[src/flow_pkg.sv]
// Shared default widths, derived-width helpers and flit order for the serializer RTL; import it
package flow_pkg;

  // Default width of a wide flit on the push side
  parameter int default_push_width = 32;

  // Default width of a narrow flit on the pop side
  parameter int default_pop_width = 8;

  // Default sideband width, carried alongside every flit and never serialized
  parameter int default_metadata_width = 3;

  // Order in which the narrow slices of a wide flit leave the serializer
  typedef enum logic {lsb_first = 1'b0, msb_first = 1'b1} flit_order_e;

  // Number of narrow flits that make up one wide flit
  function automatic int ser_ratio(input int push_width, input int pop_width);
    return push_width / pop_width;
  endfunction

  // Width of a narrow flit index, never narrower than one bit
  function automatic int flit_id_width(input int push_width, input int pop_width);
    int ratio;
    ratio = ser_ratio(push_width, pop_width);
    return (ratio > 1) ? $clog2(ratio) : 1;
  endfunction

endpackage

[src/flow_reg_fwd.sv]
// One-entry valid/ready register slice that cuts the forward path; instantiate with a payload type
module flow_reg_fwd #(
  // Any packed type, the slice only stores and forwards it
  parameter type payload_t = logic
) (
  input  logic     clk,
  input  logic     rst,

  // Upstream side
  input  logic     in_valid,
  output logic     in_ready,
  input  payload_t in_payload,

  // Downstream side
  output logic     out_valid,
  input  logic     out_ready,
  output payload_t out_payload
);

  // Set while the slice holds an entry that has not yet left
  logic     full;
  payload_t entry;

  // Room is available when empty, or when the held entry leaves in this same cycle
  assign in_ready = !full || out_ready;

  // The stored entry is presented directly, so valid comes only from a flop
  assign out_valid   = full;
  assign out_payload = entry;

  // The full flag follows the upstream valid whenever the slice can take a new entry
  always_ff @(posedge clk) begin
    if (rst) begin
      full <= 1'b0;
    end else if (in_ready) begin
      full <= in_valid;
    end
  end

  // Payload is loaded only on an accepted transfer
  always_ff @(posedge clk) begin
    if (in_valid && in_ready) begin
      entry <= in_payload;
    end
  end
endmodule

[src/flow_serializer.sv]
// Splits each wide push flit into narrow pop flits; combinational push to pop, counter-driven slicing
module flow_serializer import flow_pkg::*; #(
  // Wide flit width, a whole multiple of pop_width and larger than it
  parameter int push_width = default_push_width,
  // Narrow flit width
  parameter int pop_width = default_pop_width,
  // Sideband width, passed through beside every narrow flit
  parameter int metadata_width = default_metadata_width,
  // Which end of the wide flit is sent first
  parameter flit_order_e msb_first = flow_pkg::msb_first,
  localparam int ratio = ser_ratio(push_width, pop_width),
  localparam int id_width = flit_id_width(push_width, pop_width)
) (
  input  logic                      clk,
  input  logic                      rst,

  // Push side, one wide flit per transfer
  output logic                      push_ready,
  input  logic                      push_valid,
  input  logic [push_width-1:0]     push_data,
  input  logic                      push_last,
  input  logic [id_width-1:0]       push_last_dont_care_count,
  input  logic [metadata_width-1:0] push_metadata,

  // Pop side, one narrow flit per transfer
  input  logic                      pop_ready,
  output logic                      pop_valid,
  output logic [pop_width-1:0]      pop_data,
  output logic                      pop_last,
  output logic [metadata_width-1:0] pop_metadata
);

  // Index of the highest narrow flit in a full wide flit
  localparam logic [id_width-1:0] max_id = id_width'(ratio - 1);

  // Index of the narrow flit currently offered on the pop side
  logic [id_width-1:0] flit_id;

  // Index of the last narrow flit that carries real data
  logic [id_width-1:0] care_max;

  // Lane of push_data that the current index maps to
  logic [id_width-1:0] lane;

  logic final_flit;
  logic pop_xfer;

  // Trailing don't-care flits are simply never sent
  // The count is zero on a non-last flit, so care_max is then the highest index
  assign care_max   = max_id - push_last_dont_care_count;
  assign final_flit = (flit_id == care_max);
  assign pop_xfer   = pop_valid && pop_ready;

  // Each pop transfer moves to the next slice, and the final caring one wraps to 0
  always_ff @(posedge clk) begin
    if (rst) begin
      flit_id <= '0;
    end else if (pop_xfer) begin
      if (final_flit) begin
        flit_id <= '0;
      end else begin
        flit_id <= flit_id + 1'b1;
      end
    end
  end

  // Most-significant-first walks the lanes from the top down
  assign lane = (msb_first == flow_pkg::msb_first) ? max_id - flit_id : flit_id;

  // The wide flit is held on the push side until its final caring slice leaves,
  // so the pop side is a plain view into it
  assign pop_valid    = push_valid;
  assign pop_data     = push_data[lane*pop_width +: pop_width];
  assign pop_metadata = push_metadata;

  // Only the final caring slice of a last wide flit ends the packet
  assign pop_last = push_last && final_flit;

  // The wide flit is released in the same cycle its final caring slice is popped
  assign push_ready = pop_ready && final_flit;
endmodule

[src/flow_serializer_monitor.sv]
// Protocol checker on the serializer push and pop ports; instantiate beside the serializer it watches
module flow_serializer_monitor import flow_pkg::*; #(
  parameter int push_width = default_push_width,
  parameter int pop_width = default_pop_width,
  parameter int metadata_width = default_metadata_width,
  parameter flit_order_e msb_first = flow_pkg::msb_first,
  localparam int ratio = ser_ratio(push_width, pop_width),
  localparam int id_width = flit_id_width(push_width, pop_width)
) (
  input logic                      clk,
  input logic                      rst,

  // Push side as seen at the serializer
  input logic                      push_ready,
  input logic                      push_valid,
  input logic [push_width-1:0]     push_data,
  input logic                      push_last,
  input logic [id_width-1:0]       push_last_dont_care_count,
  input logic [metadata_width-1:0] push_metadata,

  // Pop side as seen at the serializer
  input logic                      pop_ready,
  input logic                      pop_valid,
  input logic [pop_width-1:0]      pop_data,
  input logic                      pop_last,
  input logic [metadata_width-1:0] pop_metadata
);

  // Own copy of the narrow flit index, kept apart from the serializer's counter
  logic [id_width-1:0] mon_flit_id;
  logic [id_width-1:0] mon_care_max;

  assign mon_care_max = id_width'(ratio - 1) - push_last_dont_care_count;

  always_ff @(posedge clk) begin
    if (rst) begin
      mon_flit_id <= '0;
    end else if (pop_valid && pop_ready) begin
      mon_flit_id <= (mon_flit_id == mon_care_max) ? '0 : mon_flit_id + 1'b1;
    end
  end

  // Every index must show its own lane of the wide flit
  for (genvar i = 0; i < ratio; i++) begin : gen_lane
    localparam int lane = (msb_first == flow_pkg::msb_first) ? ratio - 1 - i : i;

  end
endmodule

[src/flow_serializer_top.sv]
// Registered width-reducing link: input slice, serializer with monitor, output slice; the DUT top
module flow_serializer_top import flow_pkg::*; #(
  parameter int push_width = default_push_width,
  parameter int pop_width = default_pop_width,
  parameter int metadata_width = default_metadata_width,
  parameter flit_order_e msb_first = flow_pkg::msb_first,
  localparam int id_width = flit_id_width(push_width, pop_width)
) (
  input  logic                      clk,
  input  logic                      rst,

  output logic                      push_ready,
  input  logic                      push_valid,
  input  logic [push_width-1:0]     push_data,
  input  logic                      push_last,
  input  logic [id_width-1:0]       push_last_dont_care_count,
  input  logic [metadata_width-1:0] push_metadata,

  input  logic                      pop_ready,
  output logic                      pop_valid,
  output logic [pop_width-1:0]      pop_data,
  output logic                      pop_last,
  output logic [metadata_width-1:0] pop_metadata
);

  // Wide flit as stored in the input slice
  typedef struct packed {
    logic [push_width-1:0]     data;
    logic                      last;
    logic [id_width-1:0]       dont_care_count;
    logic [metadata_width-1:0] metadata;
  } push_flit_t;

  // Narrow flit as stored in the output slice
  typedef struct packed {
    logic [pop_width-1:0]      data;
    logic                      last;
    logic [metadata_width-1:0] metadata;
  } pop_flit_t;

  // Between the input slice and the serializer
  logic                      ser_push_ready;
  logic                      ser_push_valid;
  logic [push_width-1:0]     ser_push_data;
  logic                      ser_push_last;
  logic [id_width-1:0]       ser_push_last_dont_care_count;
  logic [metadata_width-1:0] ser_push_metadata;

  // Between the serializer and the output slice
  logic                      ser_pop_ready;
  logic                      ser_pop_valid;
  logic [pop_width-1:0]      ser_pop_data;
  logic                      ser_pop_last;
  logic [metadata_width-1:0] ser_pop_metadata;

  // Concatenation order follows push_flit_t field order
  flow_reg_fwd #(.payload_t(push_flit_t)) u_push_reg (
    .clk, .rst,
    .in_valid(push_valid), .in_ready(push_ready),
    .in_payload({push_data, push_last, push_last_dont_care_count, push_metadata}),
    .out_valid(ser_push_valid), .out_ready(ser_push_ready),
    .out_payload({ser_push_data, ser_push_last, ser_push_last_dont_care_count,
                  ser_push_metadata})
  );

  flow_serializer #(
    .push_width(push_width), .pop_width(pop_width),
    .metadata_width(metadata_width), .msb_first(msb_first)
  ) u_ser (
    .clk, .rst,
    .push_ready(ser_push_ready), .push_valid(ser_push_valid), .push_data(ser_push_data),
    .push_last(ser_push_last), .push_last_dont_care_count(ser_push_last_dont_care_count),
    .push_metadata(ser_push_metadata),
    .pop_ready(ser_pop_ready), .pop_valid(ser_pop_valid), .pop_data(ser_pop_data),
    .pop_last(ser_pop_last), .pop_metadata(ser_pop_metadata)
  );

  // Checker only observes the serializer ports
  flow_serializer_monitor #(
    .push_width(push_width), .pop_width(pop_width),
    .metadata_width(metadata_width), .msb_first(msb_first)
  ) u_mon (
    .clk, .rst,
    .push_ready(ser_push_ready), .push_valid(ser_push_valid), .push_data(ser_push_data),
    .push_last(ser_push_last), .push_last_dont_care_count(ser_push_last_dont_care_count),
    .push_metadata(ser_push_metadata),
    .pop_ready(ser_pop_ready), .pop_valid(ser_pop_valid), .pop_data(ser_pop_data),
    .pop_last(ser_pop_last), .pop_metadata(ser_pop_metadata)
  );

  // Concatenation order follows pop_flit_t field order
  flow_reg_fwd #(.payload_t(pop_flit_t)) u_pop_reg (
    .clk, .rst,
    .in_valid(ser_pop_valid), .in_ready(ser_pop_ready),
    .in_payload({ser_pop_data, ser_pop_last, ser_pop_metadata}),
    .out_valid(pop_valid), .out_ready(pop_ready),
    .out_payload({pop_data, pop_last, pop_metadata})
  );

endmodule

[config.mk]
export PLATFORM = sky130hd
export DESIGN_NAME = flow_serializer_top
export DESIGN_NICKNAME = d
export VERILOG_FILES = /design/src/flow_pkg.sv /design/src/flow_reg_fwd.sv /design/src/flow_serializer.sv /design/src/flow_serializer_monitor.sv /design/src/flow_serializer_top.sv
export SDC_FILE = /design/constraint.sdc
export NUM_CORES = 1
export LEC_CHECK = 0
export ABC_AREA = 1
export BUFFER_PORTS_ARGS = -buffer_cell sky130_fd_sc_hd__buf_2
export CORE_ASPECT_RATIO = 1.1
export CORE_MARGIN = 4
export CORE_UTILIZATION = 50
export CTS_CLUSTER_DIAMETER = 50
export DETAILED_ROUTE_END_ITERATION = 10
export PLACE_DENSITY = 0.77
export SYNTH_ARGS = -nofsm -noshare
export SYNTH_HDL_FRONTEND = slang
export SYNTH_SLANG_ARGS = --single-unit
export TNS_END_PERCENT = 50
[constraint.sdc]
create_clock -name clk -period 5.76 [get_ports clk]
set_input_delay 1.44 -clock clk [delete_from_list [all_inputs] [get_ports clk]]
set_output_delay 1.44 -clock clk [all_outputs]
set_load 0.02 [all_outputs]
==> metrics.txt, run 1 <==
H-tree level count 2; actual slew at the worst max-slew pin 1.137 ns; leakage 0.9443 nW; global route total overflow 0; hold_buf cts 0; Routed Antenna Nets 0; area grow syn2layout 19.18%; peak per-stage delay on the critical path 0.16 ns; Max VDD drop 0.0001984 V; Final Cycle Share 0.5958; min Tclk post-route 3.432 ns; CTS Buf Count 5; WHS Endpoint u_pop_reg.out_payload[2]$_DFFE_PP_; Core ar. 3741 sq um; r2r setup slk 3.25 ns; Longest Clk Path Bufs 2; CTS sink cnt 54; first-pass GRT wire length 5.271 mm; Rel. slew slack 0.2406; Crit-path slowest cell buf_2; starting DRC count in detailed routing 39; max-cap violations 0; crit path DAT 1.99 ns; crit end category output port; pwr dens 310.2 nW/um^2; die area 5084 sq um; R2R Path Start u_ser.flit_id[0]$_SDFFE_PP0P_; All-Layer GR Usage 0.1445; Warnings, synthesis 0; reg2reg end u_push_reg.out_payload[11]$_DFFE_PP_; router iterations before antenna repair 4; setup TNS 0 ns; die width 68.35 microns; required time worst endpoint 4.32 ns; number of distinct library cells after synthesis 18; WL per Instance 13.94 microns; fmax 0.2914 GHz; synthesized area 2003 sq um; clk_skew 0.003775 ns; Final #Nets 230; Max Slew Vio Count 0; Die Height 74.39 microns; dpl hpwl 2.322 mm; Cells after Synth 130; setup violators final 0; crit path from pop_ready; CP Launch Type input port; # rows 23; Clock transition at path regs 0.08 ns; HP Start u_push_reg.out_payload[2]$_DFFE_PP_; Hold Slack 0.4362 ns; vias 1171; antenna cells 0; hold depth 0; crit-path cells buf_2 > inv_1 > nand2_2 > nand3_2 > nand2_2 > buf_2; post-CTS sizing 0; CP Class input port to output port; post-CTS setup buffers 0; largest net degree at the start of global routing 39; FF+latch count, synth 54; CP max FO 3; reg2reg path depth 5; Root Buffer clkbuf_8; Syn Nets 172; share of cells above drive strength 1 0.4127; worst skew pair latency 0.30 ns; routed wire length 3.331 mm; Initial Util 0.5355; worst hold path class flip-flop to flip-flop; status finished, final reports clean; Synth Area per Inst 15.41 sq um; IO Count 56; TritonCTS clock tree built; unrepaired setup endpoints after global routing false; Final Hold Viols 0; sequential-to-total area share from yosys stat 0.7895; number of global-route vias before repair 1205; PortBufs 55; residual DRC count 0; GP Congestion 0.6904; drt via density 4.900; initial antenna violation count 0
-- through the flow --
stage	instance area, sq um	util	total power, mW	setup slack (ns)	std cells
after floorplan	2003	-	0.5323	1.796	130
after global placement	2307	0.6167	0.5562	2.349	231
after detailed placement	2307	0.6167	0.5604	2.325	231
after CTS	2387	0.6381	0.7470	2.323	239
after global routing	2387	0.6381	0.7800	2.234	239
final	2387	0.6381	0.7405	2.328	239
-- per-layer routing --
metal,track usage,share of wire
met5,0,0
met4,0.03974,0.0054
met3,0.05287,0.083
met2,0.2612,0.54
met1,0.1576,0.37
-- registers in the layout, summed over array words and instances (netlist names) --
name                    count
u_ser.flit_id               2
u_pop_reg.out_valid         1
u_pop_reg.out_payload      12
u_push_reg.out_payload     38
u_push_reg.out_valid        1
-- how the worst max path moves through the flow --
stage	end	slack, ns	cells past startpoint
after global routing	push_ready	2.23	6
after detailed placement	push_ready	2.33	6
after floorplan	u_push_reg.out_payload[0]$_DFFE_PP_	1.80	4
after global placement	push_ready	2.35	6
after CTS	push_ready	2.32	6
final	push_ready	2.33	6
-- synthesized netlist by cell type --
library cell | instances | area, sq um
o21bai_2 | 1 | 11.26
inv_1 | 4 | 15.01
edfxtp_1 | 50 | 1501
o21ai_1 | 1 | 5.000
nor2_1 | 19 | 71.32
nand2_1 | 6 | 22.52
o22ai_2 | 1 | 12.51
o22ai_1 | 7 | 43.79
nand2_4 | 3 | 33.78
a21oi_1 | 3 | 15.01
nand3_1 | 1 | 5.000
nand3_2 | 1 | 10.01
o21ai_2 | 1 | 8.760
dfxtp_1 | 4 | 80.08
nand2_2 | 6 | 37.54
buf_6 | 4 | 45.04
o21ai_0 | 14 | 70.07
inv_2 | 4 | 15.01
-- placed cells by master, fill, tap and decap left out, types with 5 or more instances in the layout --
master    Yosys  final
nor2_1       19     19
o22ai_1       7      7
o21ai_0      14     14
buf_2         0     55
clkbuf_8      0      5
nand2_2       6      6
edfxtp_1     50     50
nand2_1       6      6
-- power breakdown --
group / internal, mW / total, mW / switching, mW
Clock: 0.0813 / 0.190 / 0.109
Combinational: 0.0279 / 0.0748 / 0.0468
Sequential: 0.463 / 0.475 / 0.0129
Total: 0.572 / 0.741 / 0.169
-- kinds of logic (layout without fill, tap and decap cells) --
logic type      count (synthesis)  in the layout  synth area share
simple gates                   36             36           0.08994
buf+inv                        12             71           0.03747
compound gates                 28             28           0.08307
flops                          54             54            0.7895
-- worst max-delay path, delay by kind of cell --
| kind | cells | cell delay, ns |
|---|---|---|
| AND/OR/NAND/NOR | 3 | 0.28 |
| buffers and inverters | 3 | 0.28 |
-- final cells by class --
| class | instances | area, sq um |
|---|---|---|
| fillers | 285 | 1354 |
| clock inverters | 3 | 11.26 |
| flip-flops and latches | 54 | 1582 |
| well taps | 50 | 62.56 |
| clock buffers | 5 | 68.82 |
| multi-input cells | 64 | 357.8 |
| repair buffers | 55 | 275.3 |
| inverters | 8 | 30.03 |
Power figures use the tool's default switching activity.
==> inputs of run 2 (changes only) <==
--- a/config.mk
+++ b/config.mk
@@ -5,7 +5,7 @@
 export SDC_FILE = /design/constraint.sdc
 export NUM_CORES = 1
 export LEC_CHECK = 0
-export ABC_AREA = 1
+export ABC_AREA = 0
 export BUFFER_PORTS_ARGS = -buffer_cell sky130_fd_sc_hd__buf_2
 export CORE_ASPECT_RATIO = 1.1
 export CORE_MARGIN = 4
==> constraint.sdc (replaced) <==
create_clock -name clk -period 3.6 [get_ports clk]
set_input_delay 0.9 -clock clk [delete_from_list [all_inputs] [get_ports clk]]
set_output_delay 0.9 -clock clk [all_outputs]
set_load 0.02 [all_outputs]
==> run 2 against run 1 <==
Against the previous run:
- clock-buffer cell count rose by 2
- non-clock buffer count rose by 1
- highest routed layer unchanged
- largest power group unchanged
- final area fell by 0.73%
==> metrics.txt, run 2 <==
final std cells w/o fill 199 (-17%); drt via density 4.905 (+0.10%); worst skew pair latency 0.30 ns (about the same); global route total overflow 0 (unchanged); Top FF cell, synth edfxtp_1; Post-Route Utilization 0.6433 (+0.005215); most common cell in the netlist edfxtp_1; post-CTS setup buffers 0 (unchanged); peak per-stage delay on the critical path 0.79 ns (+0.63 ns); required time worst endpoint 2.70 ns (-1.62 ns); CTS Buf Count 5 (unchanged); clock power share 0.308 (+0.051); Longest Clk Path Bufs 2 (unchanged); hold_buf cts 0 (unchanged); largest area contributor in the netlist edfxtp_1; die width 67.29 microns (-1.6%); CP max FO 12 (+9); Logic pwr share 0.082 (-0.019); Switching Fraction 0.1989 (-0.02890); Clock transition at path regs 0.08 ns (about the same); unrepaired setup endpoints after global routing false; status finished, final reports clean; worst hold path class flip-flop to flip-flop; max FFs per register 38 (unchanged); crit path DAT 1.81 ns (-0.18 ns); number of distinct library cells after synthesis 20 (+2); GP Congestion 0.6823 (-1.2%); Sw Pwr 0.2468 mW (+46%); dpl hpwl 2.261 mm (-2.6%); share of the synthesized area in the top cell type 0.7767 (+0.02717); Core ar. 3684 sq um (-1.5%); setup ws final 0.8926 ns (-1.436 ns); max-cap violations 0 (unchanged); CP Class flip-flop to output port; clk_skew 0.004607 ns (+0.0008316 ns); WP depth 3 (-3); die area 4926 sq um (-3.1%); Power Internal 0.9939 mW (+74%); number of global-route vias before repair 1082 (-10%); vias 976 (-17%); CP Launch Type flip-flop; actual slew at the worst max-slew pin 0.8330 ns (-0.3036 ns); H-tree level count 2 (unchanged); # rows 23 (unchanged); initial antenna violation count 0 (unchanged); crit end category output port; sequential share of power 0.610 (-0.032); PortBufs 55 (unchanged); largest cells by area after synthesis edfxtp_1, mux4_2, dfxtp_1, o31ai_4, a21oi_1; Placed Cells 191 (-17%); Rel. slew slack 0.4447 (+0.2041); fmax 0.3694 GHz; Crit path max-delay family flip-flops; Final #Nets 190 (-17%); sequential-to-total area share from yosys stat 0.8181 (+0.02862); reg2reg path depth 3 (-2); routed wire length 3.031 mm (-9.0%); setup TNS 0 ns (unchanged); commonest cells after routing, fill and taps aside buf_2, edfxtp_1, mux4_2; Crit-path slowest cell dfxtp_1; Max VDD drop 0.0003183 V (+60%); area grow syn2layout 22.59%; synthesized area 1933 sq um (-3.5%); Bufs and invs on worst path 1 (-2); Async SR Flop Fraction 0 (unchanged); hold depth 0 (unchanged); Warnings, synthesis 0 (unchanged); Cells after Synth 87 (-33%); CTS sink cnt 54 (unchanged); starting DRC count in detailed routing 24 (-38%); Post-Place Worst Slack 0.9906 ns (-1.335 ns); crit-path cells xnor2_1 > o31ai_4 > buf_2; TritonCTS clock tree built; leakage 0.8786 nW (-7.0%); EDFF count, synth 50 (unchanged); router iterations before antenna repair 4 (unchanged); pwr dens 523.5 nW/um^2 (+69%); Root Buffer clkbuf_8; Syn Nets 129 (-25%); residual DRC count 0 (unchanged); All-Layer GR Usage 0.1455 (+0.001080); most common cell after layout, fill and taps aside buf_2; WL per Instance 15.23 microns (+9.3%); IO Count 56 (unchanged); Synth Area per Inst 22.22 sq um (+44%); Final Cycle Share 0.7520; Max Slew Vio Count 0 (unchanged); post-CTS sizing 0 (unchanged); antenna cells 0 (unchanged); Routed Antenna Nets 0 (unchanged); first-pass GRT wire length 4.926 mm (-6.5%); Final Hold Viols 0 (unchanged); Commonest cells post-synth edfxtp_1, mux4_2, a21oi_1, dfxtp_1, inv_1; min Tclk post-route 2.707 ns; Initial Util 0.5248 (-0.01066); largest net degree at the start of global routing 39 (unchanged); share of cells above drive strength 1 0.4966 (+0.08395); setup violators final 0 (unchanged); FF+latch count, synth 54 (unchanged); Die Height 73.22 microns (-1.6%)
[run 2: cell count changes after synthesis, sizes merged, moves of 2 or more]
| cell | change |
|---|---|
| mux4 | +8 |
| o22ai | -8 |
| o21ai | -15 |
| buf | -2 |
| inv | -4 |
| nor2b | +2 |
| nor2 | -17 |
| nand2 | -15 |
| nand3 | -2 |
| xnor2 | +2 |
[run 2: layout make-up]
type                            count  area [sq um]
Clock buffer                        7         76.32
Tap cell                           50         62.56
Multi-Input combinational cell     27         321.6
Inverter                            4         15.01
Sequential cell                    54          1582
Clock inverter                      1         30.03
Fill cell                         282          1314
Timing Repair Buffer               56         282.8
[run 2: cell families (layout without fill, tap and decap cells)]
group	count (synthesis)	count (layout)	share of synthesized area
buf+inv	6	68	0.01618
compound gates	9	9	0.03754
simple gates	8	8	0.02590
mux	8	8	0.09320
xor+xnor	2	2	0.009063
flops	54	54	0.8181
[run 2: stage by stage]
step / hold WS, ns / power, mW / instance area (sq um)
5_1_grt: 0.4306 / 1.290 / 2370
2_1_floorplan: 0.4003 / 0.8290 / 1933
3_5_place_dp: 0.4083 / 0.8759 / 2263
3_3_place_gp: 0.4018 / 0.8687 / 2263
4_1_cts: 0.4291 / 1.254 / 2370
6_report: 0.4328 / 1.241 / 2370
[run 2: power groups by stage]
stage / clock network [mW] / logic, mW / registers, mW
CTS: 0.393 / 0.104 / 0.757
global placement: 0 / 0.0998 / 0.769
global route: 0.417 / 0.111 / 0.761
detailed placement: 0 / 0.104 / 0.772
finish: 0.382 / 0.102 / 0.756
floorplan: 0 / 0.0529 / 0.776
[run 2: layer usage]
metal / vias up / GRT usage / part of all wire
met4: 0 / 0.08108 / 0.024
met2: 42 / 0.2587 / 0.53
met3: 6 / 0.06317 / 0.098
met5: - / 0 / 0
met1: 459 / 0.1362 / 0.35
li1: 469 / - / -
[run 2: worst paths after layout]
check / from / endpoint / slack, ns
max: u_ser.flit_id[0]$_SDFFE_PP0P_ / push_ready / 0.89
min: u_push_reg.out_payload[0]$_DFFE_PP_ / u_pop_reg.out_payload[0]$_DFFE_PP_ / 0.43
max reg2reg: u_ser.flit_id[0]$_SDFFE_PP0P_ / u_push_reg.out_payload[9]$_DFFE_PP_ / 1.18
min reg2reg: u_push_reg.out_payload[0]$_DFFE_PP_ / u_pop_reg.out_payload[0]$_DFFE_PP_ / 0.43
